[config.mk]
export PLATFORM = sky130hd
export DESIGN_NAME = ltsm_top
export DESIGN_NICKNAME = d
export VERILOG_FILES = /design/src/verilog/ltsm_state_pkg.sv /design/src/verilog/ltsm_timing_pkg.sv /design/src/verilog/ltsm_ctrl_if.sv /design/src/verilog/ltsm_state_ctrl.sv /design/src/verilog/ltsm_timers.sv /design/src/verilog/ltsm_top.sv
export SDC_FILE = /design/constraint.sdc
export NUM_CORES = 1
export LEC_CHECK = 0
export ABC_AREA = 1
export CAP_MARGIN = 20
export CORE_MARGIN = 2
export CORE_UTILIZATION = 55
export DETAILED_ROUTE_END_ITERATION = 10
export DONT_BUFFER_PORTS = 1
export GPL_ROUTABILITY_DRIVEN = 0
export PLACE_DENSITY_LB_ADDON = 0.2
export SLEW_MARGIN = 20
export SYNTH_ARGS = -nofsm -noshare
export SYNTH_HDL_FRONTEND = slang
export SYNTH_SLANG_ARGS = --single-unit
[constraint.sdc]
create_clock -name clk_100MHz -period 1.7 [get_ports clk_100MHz]
set_input_delay 0.17 -clock clk_100MHz [delete_from_list [all_inputs] [get_ports clk_100MHz]]
set_output_delay 0.17 -clock clk_100MHz [all_outputs]
set_load 0.01 [all_outputs]
[src/verilog/ltsm_state_pkg.sv]
package ltsm_state_pkg;

    // One bit per training phase in the phase vectors
    localparam int unsigned NUM_PHASES = 6;

    // Training state encoding
    // Code 6 is unused and falls back to RESET
    typedef enum logic [2:0] {
        RESET      = 3'd0,
        SBINIT     = 3'd1,
        MBINIT     = 3'd2,
        MBTRAIN    = 3'd3,
        LINKINIT   = 3'd4,
        ACTIVE     = 3'd5,
        TRAINERROR = 3'd7
    } ltsm_state_t;

    // Bit position of each phase in a phase vector
    typedef enum logic [2:0] {
        PH_SBINIT     = 3'd0,
        PH_MBINIT     = 3'd1,
        PH_MBTRAIN    = 3'd2,
        PH_LINKINIT   = 3'd3,
        PH_ACTIVE     = 3'd4,
        PH_TRAINERROR = 3'd5
    } phase_idx_t;

    typedef logic [NUM_PHASES-1:0] phase_vec_t;

endpackage

[src/verilog/ltsm_timing_pkg.sv]
package ltsm_timing_pkg;

    // Timer defaults in cycles of the 100 MHz clock

    // Shortened reset dwell for simulation
    // The full 4 ms dwell is 400000 cycles
    localparam int unsigned RESET_DWELL_CYCLES_DEF = 100;

    // 8 ms state timeout
    localparam int unsigned STATE_TIMEOUT_CYCLES_DEF = 800000;

    // 1 us sideband message retry window
    localparam int unsigned RETRY_CYCLES_DEF = 100;

endpackage

[src/verilog/ltsm_ctrl_if.sv]
`timescale 1ns/10ps

interface ltsm_ctrl_if;

    // Driven by the state controller
    ltsm_state_pkg::ltsm_state_t state;
    logic                        state_change;
    logic                        next_is_error;

    // Driven by the timer block, single cycle pulses
    logic                        dwell_done;
    logic                        state_timeout;

    modport ctrl (
        output state,
        output state_change,
        output next_is_error,
        input  dwell_done,
        input  state_timeout
    );

    modport timers (
        input  state,
        input  state_change,
        input  next_is_error,
        output dwell_done,
        output state_timeout
    );

endinterface

[src/verilog/ltsm_state_ctrl.sv]
`timescale 1ns/10ps

module ltsm_state_ctrl (
    input  logic                        clk_100MHz,
    input  logic                        reset,
    input  logic                        enable_i,
    input  logic                        start_lt_i,
    input  ltsm_state_pkg::phase_vec_t  phase_done_i,
    ltsm_ctrl_if.ctrl                   ctrl,
    output ltsm_state_pkg::ltsm_state_t state_o,
    output ltsm_state_pkg::phase_vec_t  phase_enable_o,
    output logic                        active_o
);

    ltsm_state_pkg::ltsm_state_t state_q;
    ltsm_state_pkg::ltsm_state_t state_next;
    ltsm_state_pkg::phase_vec_t  phase_en;
    logic                        cur_done;
    logic                        take_error;

    // One-hot enable of the phase handler that owns the current state
    always_comb begin
        phase_en = '0;
        case (state_q)
            ltsm_state_pkg::SBINIT: begin
                phase_en[ltsm_state_pkg::PH_SBINIT] = 1'b1;
            end
            ltsm_state_pkg::MBINIT: begin
                phase_en[ltsm_state_pkg::PH_MBINIT] = 1'b1;
            end
            ltsm_state_pkg::MBTRAIN: begin
                phase_en[ltsm_state_pkg::PH_MBTRAIN] = 1'b1;
            end
            ltsm_state_pkg::LINKINIT: begin
                phase_en[ltsm_state_pkg::PH_LINKINIT] = 1'b1;
            end
            ltsm_state_pkg::ACTIVE: begin
                phase_en[ltsm_state_pkg::PH_ACTIVE] = 1'b1;
            end
            ltsm_state_pkg::TRAINERROR: begin
                phase_en[ltsm_state_pkg::PH_TRAINERROR] = 1'b1;
            end
            default: begin
                phase_en = '0;
            end
        endcase
    end

    // Only the done bit of the enabled phase counts
    assign cur_done = |(phase_done_i & phase_en);

    // Next state, timeout wins over everything else
    always_comb begin
        state_next = state_q;
        take_error = 1'b0;
        if (ctrl.state_timeout) begin
            state_next = ltsm_state_pkg::TRAINERROR;
            take_error = 1'b1;
        end else begin
            case (state_q)
                ltsm_state_pkg::RESET: begin
                    if (enable_i && start_lt_i && ctrl.dwell_done) begin
                        state_next = ltsm_state_pkg::SBINIT;
                    end
                end
                ltsm_state_pkg::SBINIT: begin
                    if (cur_done) begin
                        state_next = ltsm_state_pkg::MBINIT;
                    end
                end
                ltsm_state_pkg::MBINIT: begin
                    if (cur_done) begin
                        state_next = ltsm_state_pkg::MBTRAIN;
                    end
                end
                ltsm_state_pkg::MBTRAIN: begin
                    if (cur_done) begin
                        state_next = ltsm_state_pkg::LINKINIT;
                    end
                end
                ltsm_state_pkg::LINKINIT: begin
                    if (cur_done) begin
                        state_next = ltsm_state_pkg::ACTIVE;
                    end
                end
                // Link stays up until a timeout
                ltsm_state_pkg::ACTIVE: begin
                    state_next = ltsm_state_pkg::ACTIVE;
                end
                ltsm_state_pkg::TRAINERROR: begin
                    if (cur_done) begin
                        state_next = ltsm_state_pkg::RESET;
                    end
                end
                default: begin
                    state_next = ltsm_state_pkg::RESET;
                end
            endcase
        end
    end

    always_ff @(posedge clk_100MHz) begin
        if (reset) begin
            state_q <= ltsm_state_pkg::RESET;
        end else begin
            state_q <= state_next;
        end
    end

    // Events for the timer block
    assign ctrl.state         = state_q;
    assign ctrl.state_change  = (state_next != state_q);
    assign ctrl.next_is_error = take_error;

    assign state_o        = state_q;
    assign phase_enable_o = phase_en;
    assign active_o       = (state_q == ltsm_state_pkg::ACTIVE);

endmodule

[src/verilog/ltsm_timers.sv]
`timescale 1ns/10ps

module ltsm_timers #(
    parameter int unsigned RESET_DWELL_CYCLES   = ltsm_timing_pkg::RESET_DWELL_CYCLES_DEF,
    parameter int unsigned STATE_TIMEOUT_CYCLES = ltsm_timing_pkg::STATE_TIMEOUT_CYCLES_DEF,
    parameter int unsigned RETRY_CYCLES         = ltsm_timing_pkg::RETRY_CYCLES_DEF
) (
    input  logic                       clk_100MHz,
    input  logic                       reset,
    input  ltsm_state_pkg::phase_vec_t timeout_clear_i,
    input  ltsm_state_pkg::phase_vec_t retry_clear_i,
    ltsm_ctrl_if.timers                timers,
    output logic                       retry_timeout_o
);

    // Counter widths, at least one bit each
    localparam int unsigned DWELL_W = (RESET_DWELL_CYCLES > 1) ? $clog2(RESET_DWELL_CYCLES) : 1;
    localparam int unsigned TMO_W   = (STATE_TIMEOUT_CYCLES > 1) ? $clog2(STATE_TIMEOUT_CYCLES) : 1;
    localparam int unsigned RETRY_W = (RETRY_CYCLES > 1) ? $clog2(RETRY_CYCLES) : 1;

    typedef logic [DWELL_W-1:0] dwell_cnt_t;
    typedef logic [TMO_W-1:0]   tmo_cnt_t;
    typedef logic [RETRY_W-1:0] retry_cnt_t;

    localparam dwell_cnt_t DWELL_LAST = dwell_cnt_t'(RESET_DWELL_CYCLES - 1);
    localparam tmo_cnt_t   TMO_LAST   = tmo_cnt_t'(STATE_TIMEOUT_CYCLES - 1);
    localparam retry_cnt_t RETRY_LAST = retry_cnt_t'(RETRY_CYCLES - 1);

    dwell_cnt_t dwell_cnt;
    tmo_cnt_t   tmo_cnt;
    retry_cnt_t retry_cnt;
    logic       in_reset;
    logic       tmo_clear;
    logic       retry_clear;
    logic       retry_hit;

    // Pick the request bit of the phase that owns the current state
    function automatic logic phase_bit(input ltsm_state_pkg::ltsm_state_t st,
                                       input ltsm_state_pkg::phase_vec_t  vec);
        logic sel;
        sel = 1'b0;
        case (st)
            ltsm_state_pkg::SBINIT:     sel = vec[ltsm_state_pkg::PH_SBINIT];
            ltsm_state_pkg::MBINIT:     sel = vec[ltsm_state_pkg::PH_MBINIT];
            ltsm_state_pkg::MBTRAIN:    sel = vec[ltsm_state_pkg::PH_MBTRAIN];
            ltsm_state_pkg::LINKINIT:   sel = vec[ltsm_state_pkg::PH_LINKINIT];
            ltsm_state_pkg::ACTIVE:     sel = vec[ltsm_state_pkg::PH_ACTIVE];
            ltsm_state_pkg::TRAINERROR: sel = vec[ltsm_state_pkg::PH_TRAINERROR];
            default:                    sel = 1'b0;
        endcase
        return sel;
    endfunction

    assign in_reset    = (timers.state == ltsm_state_pkg::RESET);
    assign tmo_clear   = in_reset || phase_bit(timers.state, timeout_clear_i);
    assign retry_clear = in_reset || phase_bit(timers.state, retry_clear_i);

    // Reset dwell, runs only while in RESET
    always_ff @(posedge clk_100MHz) begin
        if (reset) begin
            dwell_cnt <= '0;
        end else if (!in_reset || dwell_cnt == DWELL_LAST) begin
            dwell_cnt <= '0;
        end else begin
            dwell_cnt <= dwell_cnt + 1'b1;
        end
    end

    assign timers.dwell_done = in_reset && (dwell_cnt == DWELL_LAST);

    // State timeout
    // Restarts on every state change and on a repeat timeout in TRAINERROR
    always_ff @(posedge clk_100MHz) begin
        if (reset) begin
            tmo_cnt <= '0;
        end else if (tmo_clear || timers.state_change || timers.next_is_error) begin
            tmo_cnt <= '0;
        end else begin
            tmo_cnt <= tmo_cnt + 1'b1;
        end
    end

    // A clear in the terminal cycle still holds off the error
    assign timers.state_timeout = (tmo_cnt == TMO_LAST) && !tmo_clear;

    // Sideband message retry window, free running between clears
    assign retry_hit = (retry_cnt == RETRY_LAST);

    always_ff @(posedge clk_100MHz) begin
        if (reset) begin
            retry_cnt <= '0;
        end else if (retry_clear || retry_hit) begin
            retry_cnt <= '0;
        end else begin
            retry_cnt <= retry_cnt + 1'b1;
        end
    end

    assign retry_timeout_o = retry_hit && !retry_clear;

endmodule

[src/verilog/ltsm_top.sv]
`timescale 1ns/10ps

module ltsm_top #(
    parameter int unsigned RESET_DWELL_CYCLES   = ltsm_timing_pkg::RESET_DWELL_CYCLES_DEF,
    parameter int unsigned STATE_TIMEOUT_CYCLES = ltsm_timing_pkg::STATE_TIMEOUT_CYCLES_DEF,
    parameter int unsigned RETRY_CYCLES         = ltsm_timing_pkg::RETRY_CYCLES_DEF
) (
    input  logic                        clk_100MHz,
    input  logic                        reset,
    input  logic                        enable_i,
    input  logic                        start_lt_i,

    // From the external phase handlers
    input  ltsm_state_pkg::phase_vec_t  phase_done_i,
    input  ltsm_state_pkg::phase_vec_t  timeout_clear_i,
    input  ltsm_state_pkg::phase_vec_t  retry_clear_i,

    output ltsm_state_pkg::ltsm_state_t state_o,
    output ltsm_state_pkg::phase_vec_t  phase_enable_o,
    output logic                        active_o,
    output logic                        retry_timeout_o
);

    // State and timer events between controller and timers
    ltsm_ctrl_if i_ctrl_if ();

    ltsm_state_ctrl i_state_ctrl (
        .clk_100MHz     (clk_100MHz),
        .reset          (reset),
        .enable_i       (enable_i),
        .start_lt_i     (start_lt_i),
        .phase_done_i   (phase_done_i),
        .ctrl           (i_ctrl_if.ctrl),
        .state_o        (state_o),
        .phase_enable_o (phase_enable_o),
        .active_o       (active_o)
    );

    ltsm_timers #(
        .RESET_DWELL_CYCLES   (RESET_DWELL_CYCLES),
        .STATE_TIMEOUT_CYCLES (STATE_TIMEOUT_CYCLES),
        .RETRY_CYCLES         (RETRY_CYCLES)
    ) i_timers (
        .clk_100MHz      (clk_100MHz),
        .reset           (reset),
        .timeout_clear_i (timeout_clear_i),
        .retry_clear_i   (retry_clear_i),
        .timers          (i_ctrl_if.timers),
        .retry_timeout_o (retry_timeout_o)
    );

endmodule
# Yosys cells after proc, flatten, opt, wreduce, memory -nomap -nowiden

Cells that the tools add are included.
Widths: inputs -> output; s select.

Shift operators: 0
Multiply operators: 0
Div/mod/pow operators: 0
$lt $le $gt $ge: 0
Reductions and logical operators: 19
Mux-type cells: 17
$add $sub $neg: 3
Equality and inequality tests: 10
Bitwise logic cells: 1

Operator list:

| kind                  | count |
|---|---|
| $mux 3                | 7 |
| $pmux 3 s7            | 1 |
| $add 20x1->20 const B | 1 |
| $eq 20x20->1 const B  | 1 |
| $add 7x1->7 const B   | 2 |
| $eq 7x7->1 const B    | 2 |
| $pmux 1 s6            | 2 |
| $eq 3x3->1 const B    | 3 |
| $mux 1                | 7 |
| $and 6x6->6           | 1 |
| $eq 3x2->1 const B    | 2 |
| $logic_or 1x1->1      | 6 |
| $reduce_or 2->1       | 3 |
| $reduce_or 6->1       | 1 |
| $logic_and 1x1->1     | 5 |
| $eq 3x1->1 const B    | 1 |
| $logic_not 1->1       | 3 |
| $logic_not 3->1       | 1 |
| $ne 3x3->1            | 1 |

Bits in registers: 37
Memory bits (read-only): 0
Bits of input ports: 22
Word-level logic and storage cells: 54
Memories kept: 0
Bits in latches: 0
RAM bits: 0
Output and inout port bits: 11

# Longest topological paths before layout

Gate-level depths: netlist of run 1.

Depth in word-level cells: 11
Gate-level depth with buffers: 16
Depth with buffers taken out: 14

# Hierarchy

A second synthesis of run 1 with hierarchy kept.

Cell total of the unflattened synthesis: 326
Area, all modules: 2244.7 um^2

Modules (own cells, without submodules):

| module          | cells an instance | instances | area each (um^2) | sequential area each (um^2) |
|---|---|---|---|---|
| ltsm_timers     | 249               | 1         | 1808.0           | 680.7 |
| ltsm_state_ctrl | 77                | 1         | 436.7            | 60.1 |

# Least setup slack after synthesis of run 1

No wires, ideal clock.

Path type: reg-to-reg
From: register i_timers.tmo_cnt[0]
To: register i_timers.tmo_cnt[8]
Arrival time: 1.595 ns
Path slack: -0.012 ns
Stages on the path, launching flop included: 14
Data required time: 1.583 ns
Setup time: 0.117 ns
Period minus slack after synthesis: 1.712 ns
Cell sequence: dfxtp_1 > ha_1 > nand2_1 > inv_1 > nand2_2 > nor2_4 > inv_1 > nor2_2 > nand2_4 > a21oi_2 > nor2_2 > nand2_2 > buf_6 > nor2_2

Word-level cells in the longest chain between the ends: 7
Elaborated cells between the ends (all ways): 9
Classes of those cells: add/sub: 1; eq/ne: 2; mux: 2; reduce/logical: 4

RTL lines:

| element                          | RTL line               | text |
|---|---|---|
| start, declared                  | ltsm_timers.sv:30      | `tmo_cnt_t tmo_cnt;` |
| start signal, assigned           | ltsm_timers.sv:79      | `tmo_cnt <= tmo_cnt + 1'b1;` |
| $eq 20x20->1                     | ltsm_timers.sv:84      | `assign timers.state_timeout = (tmo_cnt == TMO_LAST) && !tmo_clear;` |
| $logic_and 1x1->1                | ltsm_timers.sv:84      |  |
| $mux 3                           | ltsm_state_ctrl.sv:56  | `if (ctrl.state_timeout) begin` |
| $ne 3x3->1                       | ltsm_state_ctrl.sv:112 | `assign ctrl.state_change = (state_next != state_q);` |
| $logic_or 1x1->1 (2 in series)   | ltsm_timers.sv:76      | `end else if (tmo_clear \|\| timers.state_change \|\| timers.next_is_error) begin` |
| $reduce_or 2->1 (no source line) | n/a                    |  |

Parallel ways exist; a longest one is shown, timed or not.
A chain may end at the register's enable or synchronous reset.

# Worst setup path after layout of run 1

From: register i_state_ctrl.state_q[0], in the netlist i_state_ctrl.ctrl.state[0]
To: output port retry_timeout_o

Word-level cells in the longest chain between the ends: 5
Elaborated cells between the ends (all ways): 11
Classes of those cells: eq/ne: 6; mux: 1; reduce/logical: 4

RTL lines:

| element                                  | RTL line               | text |
|---|---|---|
| start, declared                          | ltsm_state_ctrl.sv:15  | `ltsm_state_pkg::ltsm_state_t state_q;` |
| start signal, assigned                   | ltsm_state_ctrl.sv:104 | `state_q <= ltsm_state_pkg::RESET;` |
| start signal, assigned                   | ltsm_state_ctrl.sv:106 | `state_q <= state_next;` |
| $eq 3x3->1, or another cell as far along | ltsm_timers.sv:42      | `case (st)` |
| $pmux 1 s6                               | ltsm_timers.sv:42      |  |
| $logic_or 1x1->1 (*)                     | ltsm_timers.sv:56      | `assign retry_clear = in_reset \|\| phase_bit(timers.state, retry_clear_i);` |
| $logic_not 1->1 (*)                      | ltsm_timers.sv:99      | `assign retry_timeout_o = retry_hit && !retry_clear;` |
| $logic_and 1x1->1 (*)                    | ltsm_timers.sv:99      |  |
| end, declared                            | ltsm_top.sv:21         | `output logic retry_timeout_o` |

Mark *: on every way between the ends. The rest lies on a longest branch, timed or not.

==> out/qor.yml, run 1 <==
global_route:
  use_met3_pct: 5.99
  grt_max_degree: 14
  grt_pass1_vias: 1795
  track_usage_pct: 21.8
  grt_pass1_wl_mm: 7.38
  grt-ovfl-total: 0
  grt_util_met1_pct: 24.5
  grt.met2_usage_pct: 39.3
  antenna_found_initial: 0
  top_usage_layer: "met2"
sta:
  period_minus_slack_ps: 1810
  worst_slew_pin_slew_ps: 382
  period_share_pct: 106
  fmax_ghz: 0.553
  whs_ps: 78.0
  grt_setup_unrepaired: "true"
  slew_headroom_pct: 74.3
  finalWorstSetupSlack_ps: -109
  finalSetupViolCount: 21
  hold_viol_final: 0
  worst_clock_skew_ps: 3.38
  slew_viol_final: 0
logic_synthesis:
  ys.warnings.count: 0
  synth_top_family_by_area: "simple AND/OR/NAND/NOR gates"
  syn_inst: 275
  yosys.area_share.simple_pct: 41.0
  synth_compound_area_share_pct: 2.72
  muxShareOfSynthArea_pct: 0
  synth-adder-area-share_pct: 1.81
  syn_area_per_cell_um2: 7.54
  synth_cell_type_count: 27
  synth_nets: 300
  synth_xor_area_share_pct: 9.72
  ys_seq_area_share_pct: 35.7
  syn_area_um2: 2070
  ys_seq_elements: 37
routing:
  wl_mm: 4.21
  drt_iter0_drc: 106
  viasPerCell: 4.98
  vias: 1866
  wl_per_cell_um: 11.2
  first_pass_iters: 4
  drc: 0
  ant_nets: 0
place:
  buffer_ports.inserted: 0
  place_inst: 360
  dp_hpwl_mm: 3.01
cts:
  cts_num_sinks: 37
  cts_htree_levels: 2
  clk_pin_slew_worst_paths_ps: 70
  ctsLongestPathBuffers: 2
  clk_latency_ps: 290
  clockRootBuffer: "clkbuf_8"
  cts_made_buffers: 5
  cts_tree: "yes"
power:
  p_switching_w: 0.000332
  internal_power_w: 0.00132
  pwr-share-seq_pct: 52.8
  pwr-share-comb_pct: 1.6
  ir_drop_mv: 0.615
  p_leak_nw: 1.09
  p_per_area_nw_per_um2: 612
  netSwitchingFraction_pct: 20.1
  p_clk_share_pct: 45.6
  p_total_w: 0.00165
floorplanning:
  start_util_pct: 57.1
  rows: 22
  die_h_um: 65.4
  dieArea_um2: 4280
  fp.dieW_um: 65.4
  io_pins: 33
  coreArea_um2: 3630
finish:
  seq_area_um2: 753
  multi_input_area_um2: 1220
  drive_above_1_share_pct: 38.8
  nFillCells: 270
  final_common_cell: "nand2_1"
  syn2layout_area_growth_pct: 30.1
  fin_cells: 375
  layout_common_cells: "52 x nand2_1, 42 x buf_4, 33 x dfxtp_1"
  antenna_cells: 0
  nets: 351
worst_setup_path:
  crit_chain: "buf_6 -> nor3_4 -> a22o_1 -> nor4_4 -> inv_1 -> nor2_2"
  critPathLaunchType: "register"
  endpoint_kind: "output port"
  crit_slowest_cell: "dfxtp_4"
  crit_arrival_ps: 1640
  critPathBufInv: 2
  critPathRequiredTime_ps: 1530
  crit_type: "reg -> out"
  worst-path-max-fanout: 11
  worst_path_dominant_cell_family: "simple AND/OR/NAND/NOR gates"
  cpPeakStageDelay_ps: 460
run_status:
  status: "finished with violations"
  violations: "setup timing"
run:
  max-cap-violations: 0
min_path:
  hold_path_class: "in -> reg"
-- cell families (layout without fill, tap and decap cells) --
logic type	count (synthesis)	after routing
simple gates	164	164
buf+inv	39	91
flops	37	37
xor+xnor	23	23
compound gates	9	9
fa+ha+maj	3	3
-- cell usage after synthesis --
cell type / count / area (um^2)
a21oi_1: 5 / 25.0
a21oi_2: 2 / 17.5
a22o_1: 1 / 8.76
buf_4: 1 / 7.51
buf_6: 5 / 56.3
dfxtp_1: 37 / 741
ha_1: 3 / 37.5
inv_1: 30 / 113
inv_2: 3 / 11.3
nand2_1: 55 / 206
nand2_2: 8 / 50.1
nand2_4: 1 / 11.3
nand3_1: 16 / 80.1
nand3_2: 3 / 30.0
nand4_1: 8 / 50.1
nand4_2: 1 / 12.5
nor2_1: 28 / 105
nor2_2: 25 / 156
nor2_4: 5 / 56.3
nor3_1: 5 / 25.0
nor3_2: 2 / 20.0
nor3b_1: 2 / 15.0
nor4_1: 4 / 25.0
o21ai_0: 1 / 5.00
or2_2: 1 / 6.26
xnor2_1: 9 / 78.8
xor2_1: 14 / 123
-- worst min-delay path, cell delays in order --
cell and delay, ps:
inv_1 60, nand2_1 80, inv_1 30
-- power groups by stage --
| stage | Clock (W) | Sequential [W] | Combinational, W |
|---|---|---|---|
| floorplan | 0 | 0.000896 | 0.0000146 |
| global placement | 0 | 0.000897 | 0.0000237 |
| detailed placement | 0 | 0.000897 | 0.0000252 |
| CTS | 0.000775 | 0.000871 | 0.0000274 |
| global route | 0.000807 | 0.000873 | 0.0000319 |
| finish | 0.000752 | 0.000872 | 0.0000270 |
-- registers in the layout, summed over array words and instances, names as in the netlist --
register and flops:
i_timers.tmo_cnt 20, i_state_ctrl.ctrl.state 3, i_timers.dwell_cnt 7, i_timers.retry_cnt 7
-- area by class of cell --
cell class,count,share of cell area (%)
clock inverter,3,1.72
clock buffer,5,2.55
sequential,37,27.9
multi-input combinational,199,45.3
inverter,33,4.68
tap,48,2.23
timing repair buffer,50,15.6
-- metrics by stage --
| step | setup slack, ps | util (%) | setup TNS, ps | cell area (um^2) |
|---|---|---|---|---|
| finish | -109 | 74.2 | -853 | 2700 |
| global route | -187 | 74.2 | -3590 | 2700 |
| CTS | -112 | 72.7 | -820 | 2640 |
| detailed placement | -139 | 66.7 | -2600 | 2420 |
| global placement | -108 | 66.7 | -1830 | 2420 |
| floorplan | 13.6 | - | 0 | 2080 |
-- what timing repair did --
action	CTS	global route
pin swaps	4	1
endpoints found under the setup margin	28	23
hold buffers	1	0
resized for setup	22	10
buffers inserted	5	1
endpoints found under the hold margin	2	0
-- final timing paths --
path	startpoint	end	slack [ps]	cells past startpoint
max	i_state_ctrl.ctrl.state[0]	retry_timeout_o	-110	6
min	reset	i_state_ctrl.ctrl.state[0]	80	3
max reg2reg	i_state_ctrl.ctrl.state[2]	i_timers.tmo_cnt[3]	-50	14
min reg2reg	i_timers.retry_cnt[0]	i_timers.retry_cnt[0]	450	1
-- per-layer routing --
layer / vias to the layer above / wire length (um)
met2: 50 / 2100
met4: 0 / 48
met5: - / 0
met1: 847 / 1800
met3: 7 / 263
li1: 962 / -
No activity file was read; power rests on OpenSTA's default activity.
==> run 2: changes to the inputs <==
- PLACE_DENSITY: default -> 0.68
- PLACE_DENSITY_LB_ADDON: 0.2 -> default
- SKIP_LAST_GASP: default -> 1
- clock period: 1.7 -> 1.8 ns (I/O delays scaled with it)
==> run 2 against run 1 <==
The run still ends with setup timing left. Clock-buffer cell count is the same. Clock skew grew 3.7 ps. Register-to-register slack is essentially flat. Utilization grew 0.72 points. Die area is the same. Total power shrank 5.3%. Clock power shrank 4.5%. Via count shrank 1.3%. Non-clock buffer count is the same. Critical path depth grew 3. Highest routed layer unchanged. Combinational power shrank 27%.
==> out/qor.yml, run 2 (same netlist as run 1, synthesis figures left out) <==
global_route:
  track_usage_pct: 20.2  # -1.6 points
  grt_max_degree: 14  # unchanged
  grt_pass1_vias: 1665  # -7.2%
  antenna_found_initial: 0  # unchanged
  grt-ovfl-total: 0  # unchanged
  grt_pass1_wl_mm: 6.68  # -9.4%
worst_setup_path:
  r2r_cells: 13  # -1
  critPathRequiredTime_ps: 1620  # +90 ps
  crit_type: "reg -> out"
  worstReg2RegStart: "i_state_ctrl.ctrl.state[1]"
  reg2reg_slack_ps: -50  # about the same
  critPathLaunchType: "register"
  endpoint_kind: "output port"
  worst-path-max-fanout: 6  # -5
  reg2reg_to: "i_timers.tmo_cnt[16]"
  crit_arrival_ps: 1720  # +80 ps
power:
  p_per_area_nw_per_um2: 574  # -6.2%
  p_total_w: 0.00156  # -5.3%
  ir_drop_mv: 0.492  # -20%
  p_leak_nw: 1.10  # +0.95%
finish:
  seq_area_um2: 752  # -0.17%
  nets: 351  # unchanged
  drive_above_1_share_pct: 37.6  # -1.2 points
  multi_input_area_um2: 1240  # +1.4%
  antenna_cells: 0  # unchanged
  largest_register_ffs: 20  # unchanged
  nFillCells: 271  # +0.37%
  largestRegisters: "i_timers.tmo_cnt: 20 flops, i_timers.dwell_cnt: 7 flops, i_timers.retry_cnt: 7 flops"
  final_common_cell: "nand2_1"
  largest-register: "i_timers.tmo_cnt"
  syn2layout_area_growth_pct: 31.4
  layout_common_cells: "52 x nand2_1, 43 x buf_4, 32 x dfxtp_1, 28 x inv_1, 26 x nor2_1"
place:
  buffer_ports.inserted: 0  # unchanged
  dp_hpwl_mm: 2.81  # -6.7%
min_path:
  hold_end: "i_state_ctrl.ctrl.state[0]"
  hp-start: "reset"
  min_path_cells: 3  # unchanged
  hold_path_class: "in -> reg"
cts:
  cts_htree_levels: 2  # unchanged
  cts_num_sinks: 37  # unchanged
  clockRootBuffer: "clkbuf_8"
  clk_pin_slew_worst_paths_ps: 80  # about the same
  clk_latency_ps: 290  # about the same
  ctsLongestPathBuffers: 2  # unchanged
  cts_tree: "yes"
  cts_made_buffers: 5  # unchanged
sta:
  finalWorstSetupSlack_ps: -97.5  # +11.3 ps
  hold_viol_final: 0  # unchanged
  slew_viol_final: 0  # unchanged
  grt_setup_unrepaired: "true"
  finalSetupViolCount: 21  # unchanged
  tns_ps: -779  # +74.3 ps
  slew_headroom_pct: 77.8  # +3.5 points
  worst_clock_skew_ps: 7.10  # +3.72 ps
  period_share_pct: 105
  whs_ps: 109  # +30.7 ps
  period_minus_slack_ps: 1900
  worst_slew_pin_slew_ps: 330  # -52.1 ps
  fmax_ghz: 0.527
run_status:
  status: "finished with violations"
  violations: "setup timing"
routing:
  viasPerCell: 4.91  # -1.3%
  ant_nets: 0  # unchanged
  first_pass_iters: 4  # unchanged
  wl_mm: 4.18  # -0.76%
  vias: 1842  # -1.3%
  drt_iter0_drc: 65  # -39%
  drc: 0  # unchanged
  wl_per_cell_um: 11.1  # -0.76%
floorplanning:
  io_pins: 33  # unchanged
  start_util_pct: 57.1  # unchanged
  fp.dieW_um: 65.4  # unchanged
  coreArea_um2: 3630  # unchanged
  dieArea_um2: 4280  # unchanged
  rows: 22  # unchanged
  die_h_um: 65.4  # unchanged
run:
  max-cap-violations: 0  # unchanged
[run 2: cell counts in the layout (fill, tap and decap cells not counted)]
Identical to the previous run, type by type.
[run 2: worst max path at each step]
| stage | start | end | slack [ps] | cells after the start |
|---|---|---|---|---|
| final | i_state_ctrl.ctrl.state[1] | retry_timeout_o | -100 | 9 |
| after global routing | i_state_ctrl.ctrl.state[1] | retry_timeout_o | -170 | 9 |
| after CTS | i_state_ctrl.ctrl.state[1] | retry_timeout_o | -90 | 8 |
| after detailed placement | i_state_ctrl.ctrl.state[0] | i_timers.tmo_cnt[7] | -140 | 12 |
| after global placement | i_state_ctrl.ctrl.state[0] | i_timers.tmo_cnt[9] | -80 | 12 |
| after floorplan | i_timers.tmo_cnt[0] | i_timers.tmo_cnt[8] | 90 | 13 |
[run 2: repair_timing]
action / in CTS / in global routing
gates resized for setup: 22 / 12
hold buffers: 1 / 0
gates cloned: 1 / 0
endpoints found under the setup margin: 28 / 21
endpoints found under the hold margin: 2 / 0
pin swaps: 6 / 5
setup buffers: 6 / 6
[run 2: area by class of cell]
class	instances	area share [%]
well taps	48	2.20
inverters	33	4.55
flip-flops and latches	37	27.6
repair buffers	50	15.9
clock inverters	3	1.70
multi-input cells	199	45.5
clock buffers	5	2.53
[run 2: power breakdown]
group / internal [W] / switching (W)
logic: 0.00000810 / 0.0000116
registers: 0.000821 / 0.00000462
clock network: 0.000414 / 0.000303
[run 2: stage by stage]
step / area, um^2 / utilization, % / setup WS, ps / cells
2_1_floorplan: 2070 / - / 88.1 / 275
3_3_place_gp: 2360 / 65.1 / -80.1 / 353
3_5_place_dp: 2360 / 65.1 / -144 / 353
4_1_cts: 2630 / 72.5 / -89.6 / 369
5_1_grt: 2720 / 75.0 / -173 / 375
6_report: 2720 / 75.0 / -97.5 / 375
[run 2: critical path, cell delays in order, from the launching register on]
cell     delay (ps)
dfxtp_2         340
buf_6           130
nand2_1         100
nor2_2           50
buf_4           140
nand2_1          50
nand2_1          60
nor4_2          310
inv_1           120
nor2_4          110
[run 2: routing by layer]
metal  up-vias  routed length [um]  share of wire, %  GRT usage [%]
met2        31                2180                52           36.9
met1       833                1770                42           22.2
met5         -                   0                 0              0
met4         0                  63               1.5           8.33
li1        972                   -                 -              -
met3         6                 169               4.0           5.14
==> run 3: changes to the inputs <==
- CTS_BUF_LIST: default -> sky130_fd_sc_hd__clkbuf_2
- SYNTH_HIERARCHICAL: default -> 1
==> run 3 against run 2 <==
Utilization decreased by 0.26 points. First-iteration DRC count rose by 72%. Largest power group unchanged. Clock power is 30% lower. The run still ends with setup timing left. Wire length grew 21%. Global-route usage is 3.7 points higher. Largest cell class unchanged. Clock-buffer cell count increased by 1. Sequential share of layout area is 2.1 points lower. Synthesized area increased by 8.3%.
==> out/qor.yml, run 3 <==
run_status:
  status: "finished with violations"
  violations: "setup timing"
sta:
  fmax_ghz: 0.466  # -12%
  finalSetupViolCount: 20  # -4.8%
  period_share_pct: 119  # +14 points
  slew_viol_final: 0  # unchanged
  whs_ps: 106  # -2.79 ps
  tns_ps: -6430  # -5650 ps
  hold_viol_final: 0  # unchanged
  finalWorstSetupSlack_ps: -347  # -249 ps
  worst_slew_pin_slew_ps: 368  # +37.7 ps
  slew_headroom_pct: 75.3  # -2.5 points
  period_minus_slack_ps: 2150  # +249 ps
  worst_clock_skew_ps: 21.1  # +14.0 ps
  grt_setup_unrepaired: "true"
finish:
  multi_input_area_um2: 1290  # +4.2%
  nFillCells: 317  # +17%
  drive_above_1_share_pct: 34.4  # -3.2 points
  antenna_cells: 0  # unchanged
  largest_register_ffs: 20  # unchanged
  nets: 425  # +21%
  postLayoutCellArea_um2: 2970  # +8.9%
  syn2layout_area_growth_pct: 32.2
  largestRegisters: "i_timers/tmo_cnt: 20 flops, i_timers/dwell_cnt: 7 flops, i_timers/retry_cnt: 7 flops"
  seq_area_um2: 757  # +0.67%
  largest-register: "i_timers/tmo_cnt"
  final_core_util_pct: 74.7  # -0.26 points
  layout_common_cells: "74 x buf_4, 68 x nand2_1, 54 x nor2_1, 35 x inv_1, 32 x dfxtp_1"
  final_common_cell: "buf_4"
logic_synthesis:
  synth_top_cell_by_area: "dfxtp_1"
  synth_top_area_share_pct: 33.0  # -2.7 points
  synth_cell_type_count: 26  # -3.7%
  synth.top_cells.by_count: "68 x nand2_1, 56 x nor2_1, 37 x dfxtp_1, 37 x inv_1, 19 x nand3_1"
  synth_top_family_by_area: "simple AND/OR/NAND/NOR gates"
  yosys.area_share.simple_pct: 42.3  # +1.3 points
  synth_flop_cell: "dfxtp_1"
  syn_area_um2: 2240  # +8.3%
  ys_seq_elements: 37  # unchanged
  synth-adder-area-share_pct: 1.67  # -0.14 points
  synth_xor_area_share_pct: 7.02  # -2.7 points
  syn_inst: 326  # +19%
  ys.warnings.count: 6  # +6
  syn_area_per_cell_um2: 6.89  # -8.7%
  yosys-top-cells-area: "dfxtp_1 33%, nand2_1 11%, nor2_1 9.4%"
  muxShareOfSynthArea_pct: 0  # unchanged
  synth.most_common_cell: "nand2_1"
  synth_edf_count: 0  # unchanged
  synth_nets: 351  # +17%
  synth_compound_area_share_pct: 4.24  # +1.5 points
  ys_seq_area_share_pct: 33.0  # -2.7 points
  async_flop_share_pct: 0  # unchanged
place:
  buffer_ports.inserted: 0  # unchanged
  placed_cell_area_um2: 2820  # +19%
  dp_hpwl_mm: 3.93  # +40%
worst_setup_path:
  reg2reg_to: "i_timers/tmo_cnt[13]"
  critPathLaunchType: "register"
  r2r_cells: 16  # +3
  crit_slowest_cell: "dfxtp_4"
  reg2reg_slack_ps: -350  # -300 ps
  critPathBufInv: 4  # +1
  worst_path_dominant_cell_family: "simple AND/OR/NAND/NOR gates"
  crit_chain: "buf_4 -> buf_4 -> nor2_1 -> nand3_1 -> nand2_2 -> nor2_4 -> nand4_1 -> nand4_1 -> nand2_1 -> inv_1 -> nor2_1 -> nand3_1 -> nor3_2 -> nand3_2 -> buf_12 -> a21oi_2"
  cpPeakStageDelay_ps: 410  # +70 ps
  crit_type: "reg -> reg"
  critPathRequiredTime_ps: 2130  # +510 ps
  crit_arrival_ps: 2470  # +750 ps
  endpoint_kind: "register"
  worstReg2RegStart: "i_state_ctrl/ctrl.state[1]"
  worst-path-max-fanout: 20  # +14
power:
  p_leak_nw: 1.24  # +13%
  ir_drop_mv: 0.429  # -13%
  p_per_area_nw_per_um2: 456  # -21%
cts:
  clk_latency_ps: 380  # +90 ps
  clk_pin_slew_worst_paths_ps: 190  # +110 ps
  cts_tree: "yes"
  cts_num_sinks: 37  # unchanged
  clockRootBuffer: "clkbuf_2"
  cts_made_buffers: 5  # unchanged
  cts_htree_levels: 2  # unchanged
  ctsLongestPathBuffers: 2  # unchanged
floorplanning:
  dieArea_um2: 4610  # +7.8%
  rows: 23  # +4.5%
  start_util_pct: 56.5  # -0.54 points
  fp.dieW_um: 67.9  # +3.8%
  die_h_um: 67.9  # +3.8%
  io_pins: 33  # unchanged
  coreArea_um2: 3970  # +9.3%
global_route:
  grt_pass1_wl_mm: 8.37  # +25%
  track_usage_pct: 24.0  # +3.7 points
  grt-ovfl-total: 0  # unchanged
  antenna_found_initial: 0  # unchanged
  grt_max_degree: 21  # +7
  grt_pass1_vias: 2152  # +29%
routing:
  first_pass_iters: 5  # +1
  wl_per_cell_um: 11.2  # +0.77%
  vias: 2249  # +22%
  drt_iter0_drc: 112  # +72%
  ant_nets: 0  # unchanged
  drc: 0  # unchanged
  viasPerCell: 4.99  # +1.5%
  wl_mm: 5.07  # +21%
min_path:
  hold_path_class: "in -> reg"
  min_path_cells: 3  # unchanged
  hold_end: "i_timers/dwell_cnt[1]"
  hp-start: "reset"
run:
  max-cap-violations: 0  # unchanged
[run 3: cell count changes after synthesis, moves of 4 or more]
cell | before | now
a21oi_2 | 2 | 8
buf_4 | 1 | 6
inv_1 | 30 | 37
nand2_1 | 55 | 68
nand4_1 | 8 | 18
nor2_1 | 28 | 56
nor2_2 | 25 | 11
nor3_1 | 5 | 12
xor2_1 | 14 | 10
[run 3: stage by stage]
stage          setup WS (ps)  total power (W)  instances
2_1_floorplan           -180         0.000858        326
3_3_place_gp            -280         0.000866        438
3_5_place_dp            -365         0.000867        438
4_1_cts                 -332          0.00137        448
5_1_grt                 -550          0.00140        451
6_report                -347          0.00135        451
[run 3: worst register-to-register path, cell delays in order (launching register included)]
cell and delay [ps]:
dfxtp_4 410, buf_4 140, buf_4 140, nor2_1 80, nand3_1 80, nand2_2 90
nor2_4 50, nand4_1 80, nand4_1 140, nand2_1 80, inv_1 40, nor2_1 90
nand3_1 100, nor3_2 190, nand3_2 110, buf_12 180, a21oi_2 110
[run 3: what timing repair did]
| action | 4_1_cts | 5_1_grt |
|---|---|---|
| pin swaps | 1 | 4 |
| endpoints found under the hold margin | 3 | 0 |
| hold buffers | 1 | 0 |
| setup buffers | 1 | 3 |
| gates resized for setup | 6 | 7 |
| endpoints found under the setup margin | 21 | 23 |
[run 3: cell families (layout without fill, tap and decap cells)]
kind of cell | count (synthesis) | after routing
buffers and inverters | 52 | 127
XOR/XNOR | 18 | 18
flip-flops | 37 | 37
AO/OA/AOI/OAI | 13 | 13
adder cells (fa/ha/maj) | 3 | 3
AND/OR/NAND/NOR | 203 | 203
[run 3: layout make-up]
class | instances | share of cell area [%]
clock buffer | 6 | 1.01
clock inverter | 2 | 1.14
inverter | 40 | 5.23
multi-input combinational | 237 | 43.5
sequential | 37 | 25.5
tap | 50 | 2.11
timing repair buffer | 79 | 21.5
[run 3: worst max path at each step]
| stage | end | slack (ps) | depth (start not counted) | start |
|---|---|---|---|---|
| 3_3_place_gp | i_timers/tmo_cnt[3] | -280 | 14 | i_state_ctrl/ctrl.state[1] |
| 2_1_floorplan | i_timers/tmo_cnt[13] | -180 | 16 | i_timers/tmo_cnt[1] |
| 4_1_cts | i_timers/tmo_cnt[13] | -330 | 16 | i_timers/tmo_cnt[1] |
| 3_5_place_dp | i_timers/tmo_cnt[13] | -360 | 16 | i_state_ctrl/ctrl.state[0] |
| 6_report | i_timers/tmo_cnt[13] | -350 | 16 | i_state_ctrl/ctrl.state[1] |
| 5_1_grt | i_timers/tmo_cnt[13] | -550 | 15 | i_state_ctrl/ctrl.state[0] |
[run 3: metal layers]
layer	wire (um)	track usage, %
met1	2260	26.2
met2	2540	44.7
met4	61	7.75
met3	205	6.25
met5	0	0
[run 3: report_power, final]
group          internal (W)  switching [W]   total, W
registers          0.000820     0.00000298   0.000823
clock network      0.000237       0.000268   0.000505
logic             0.0000130      0.0000119  0.0000249
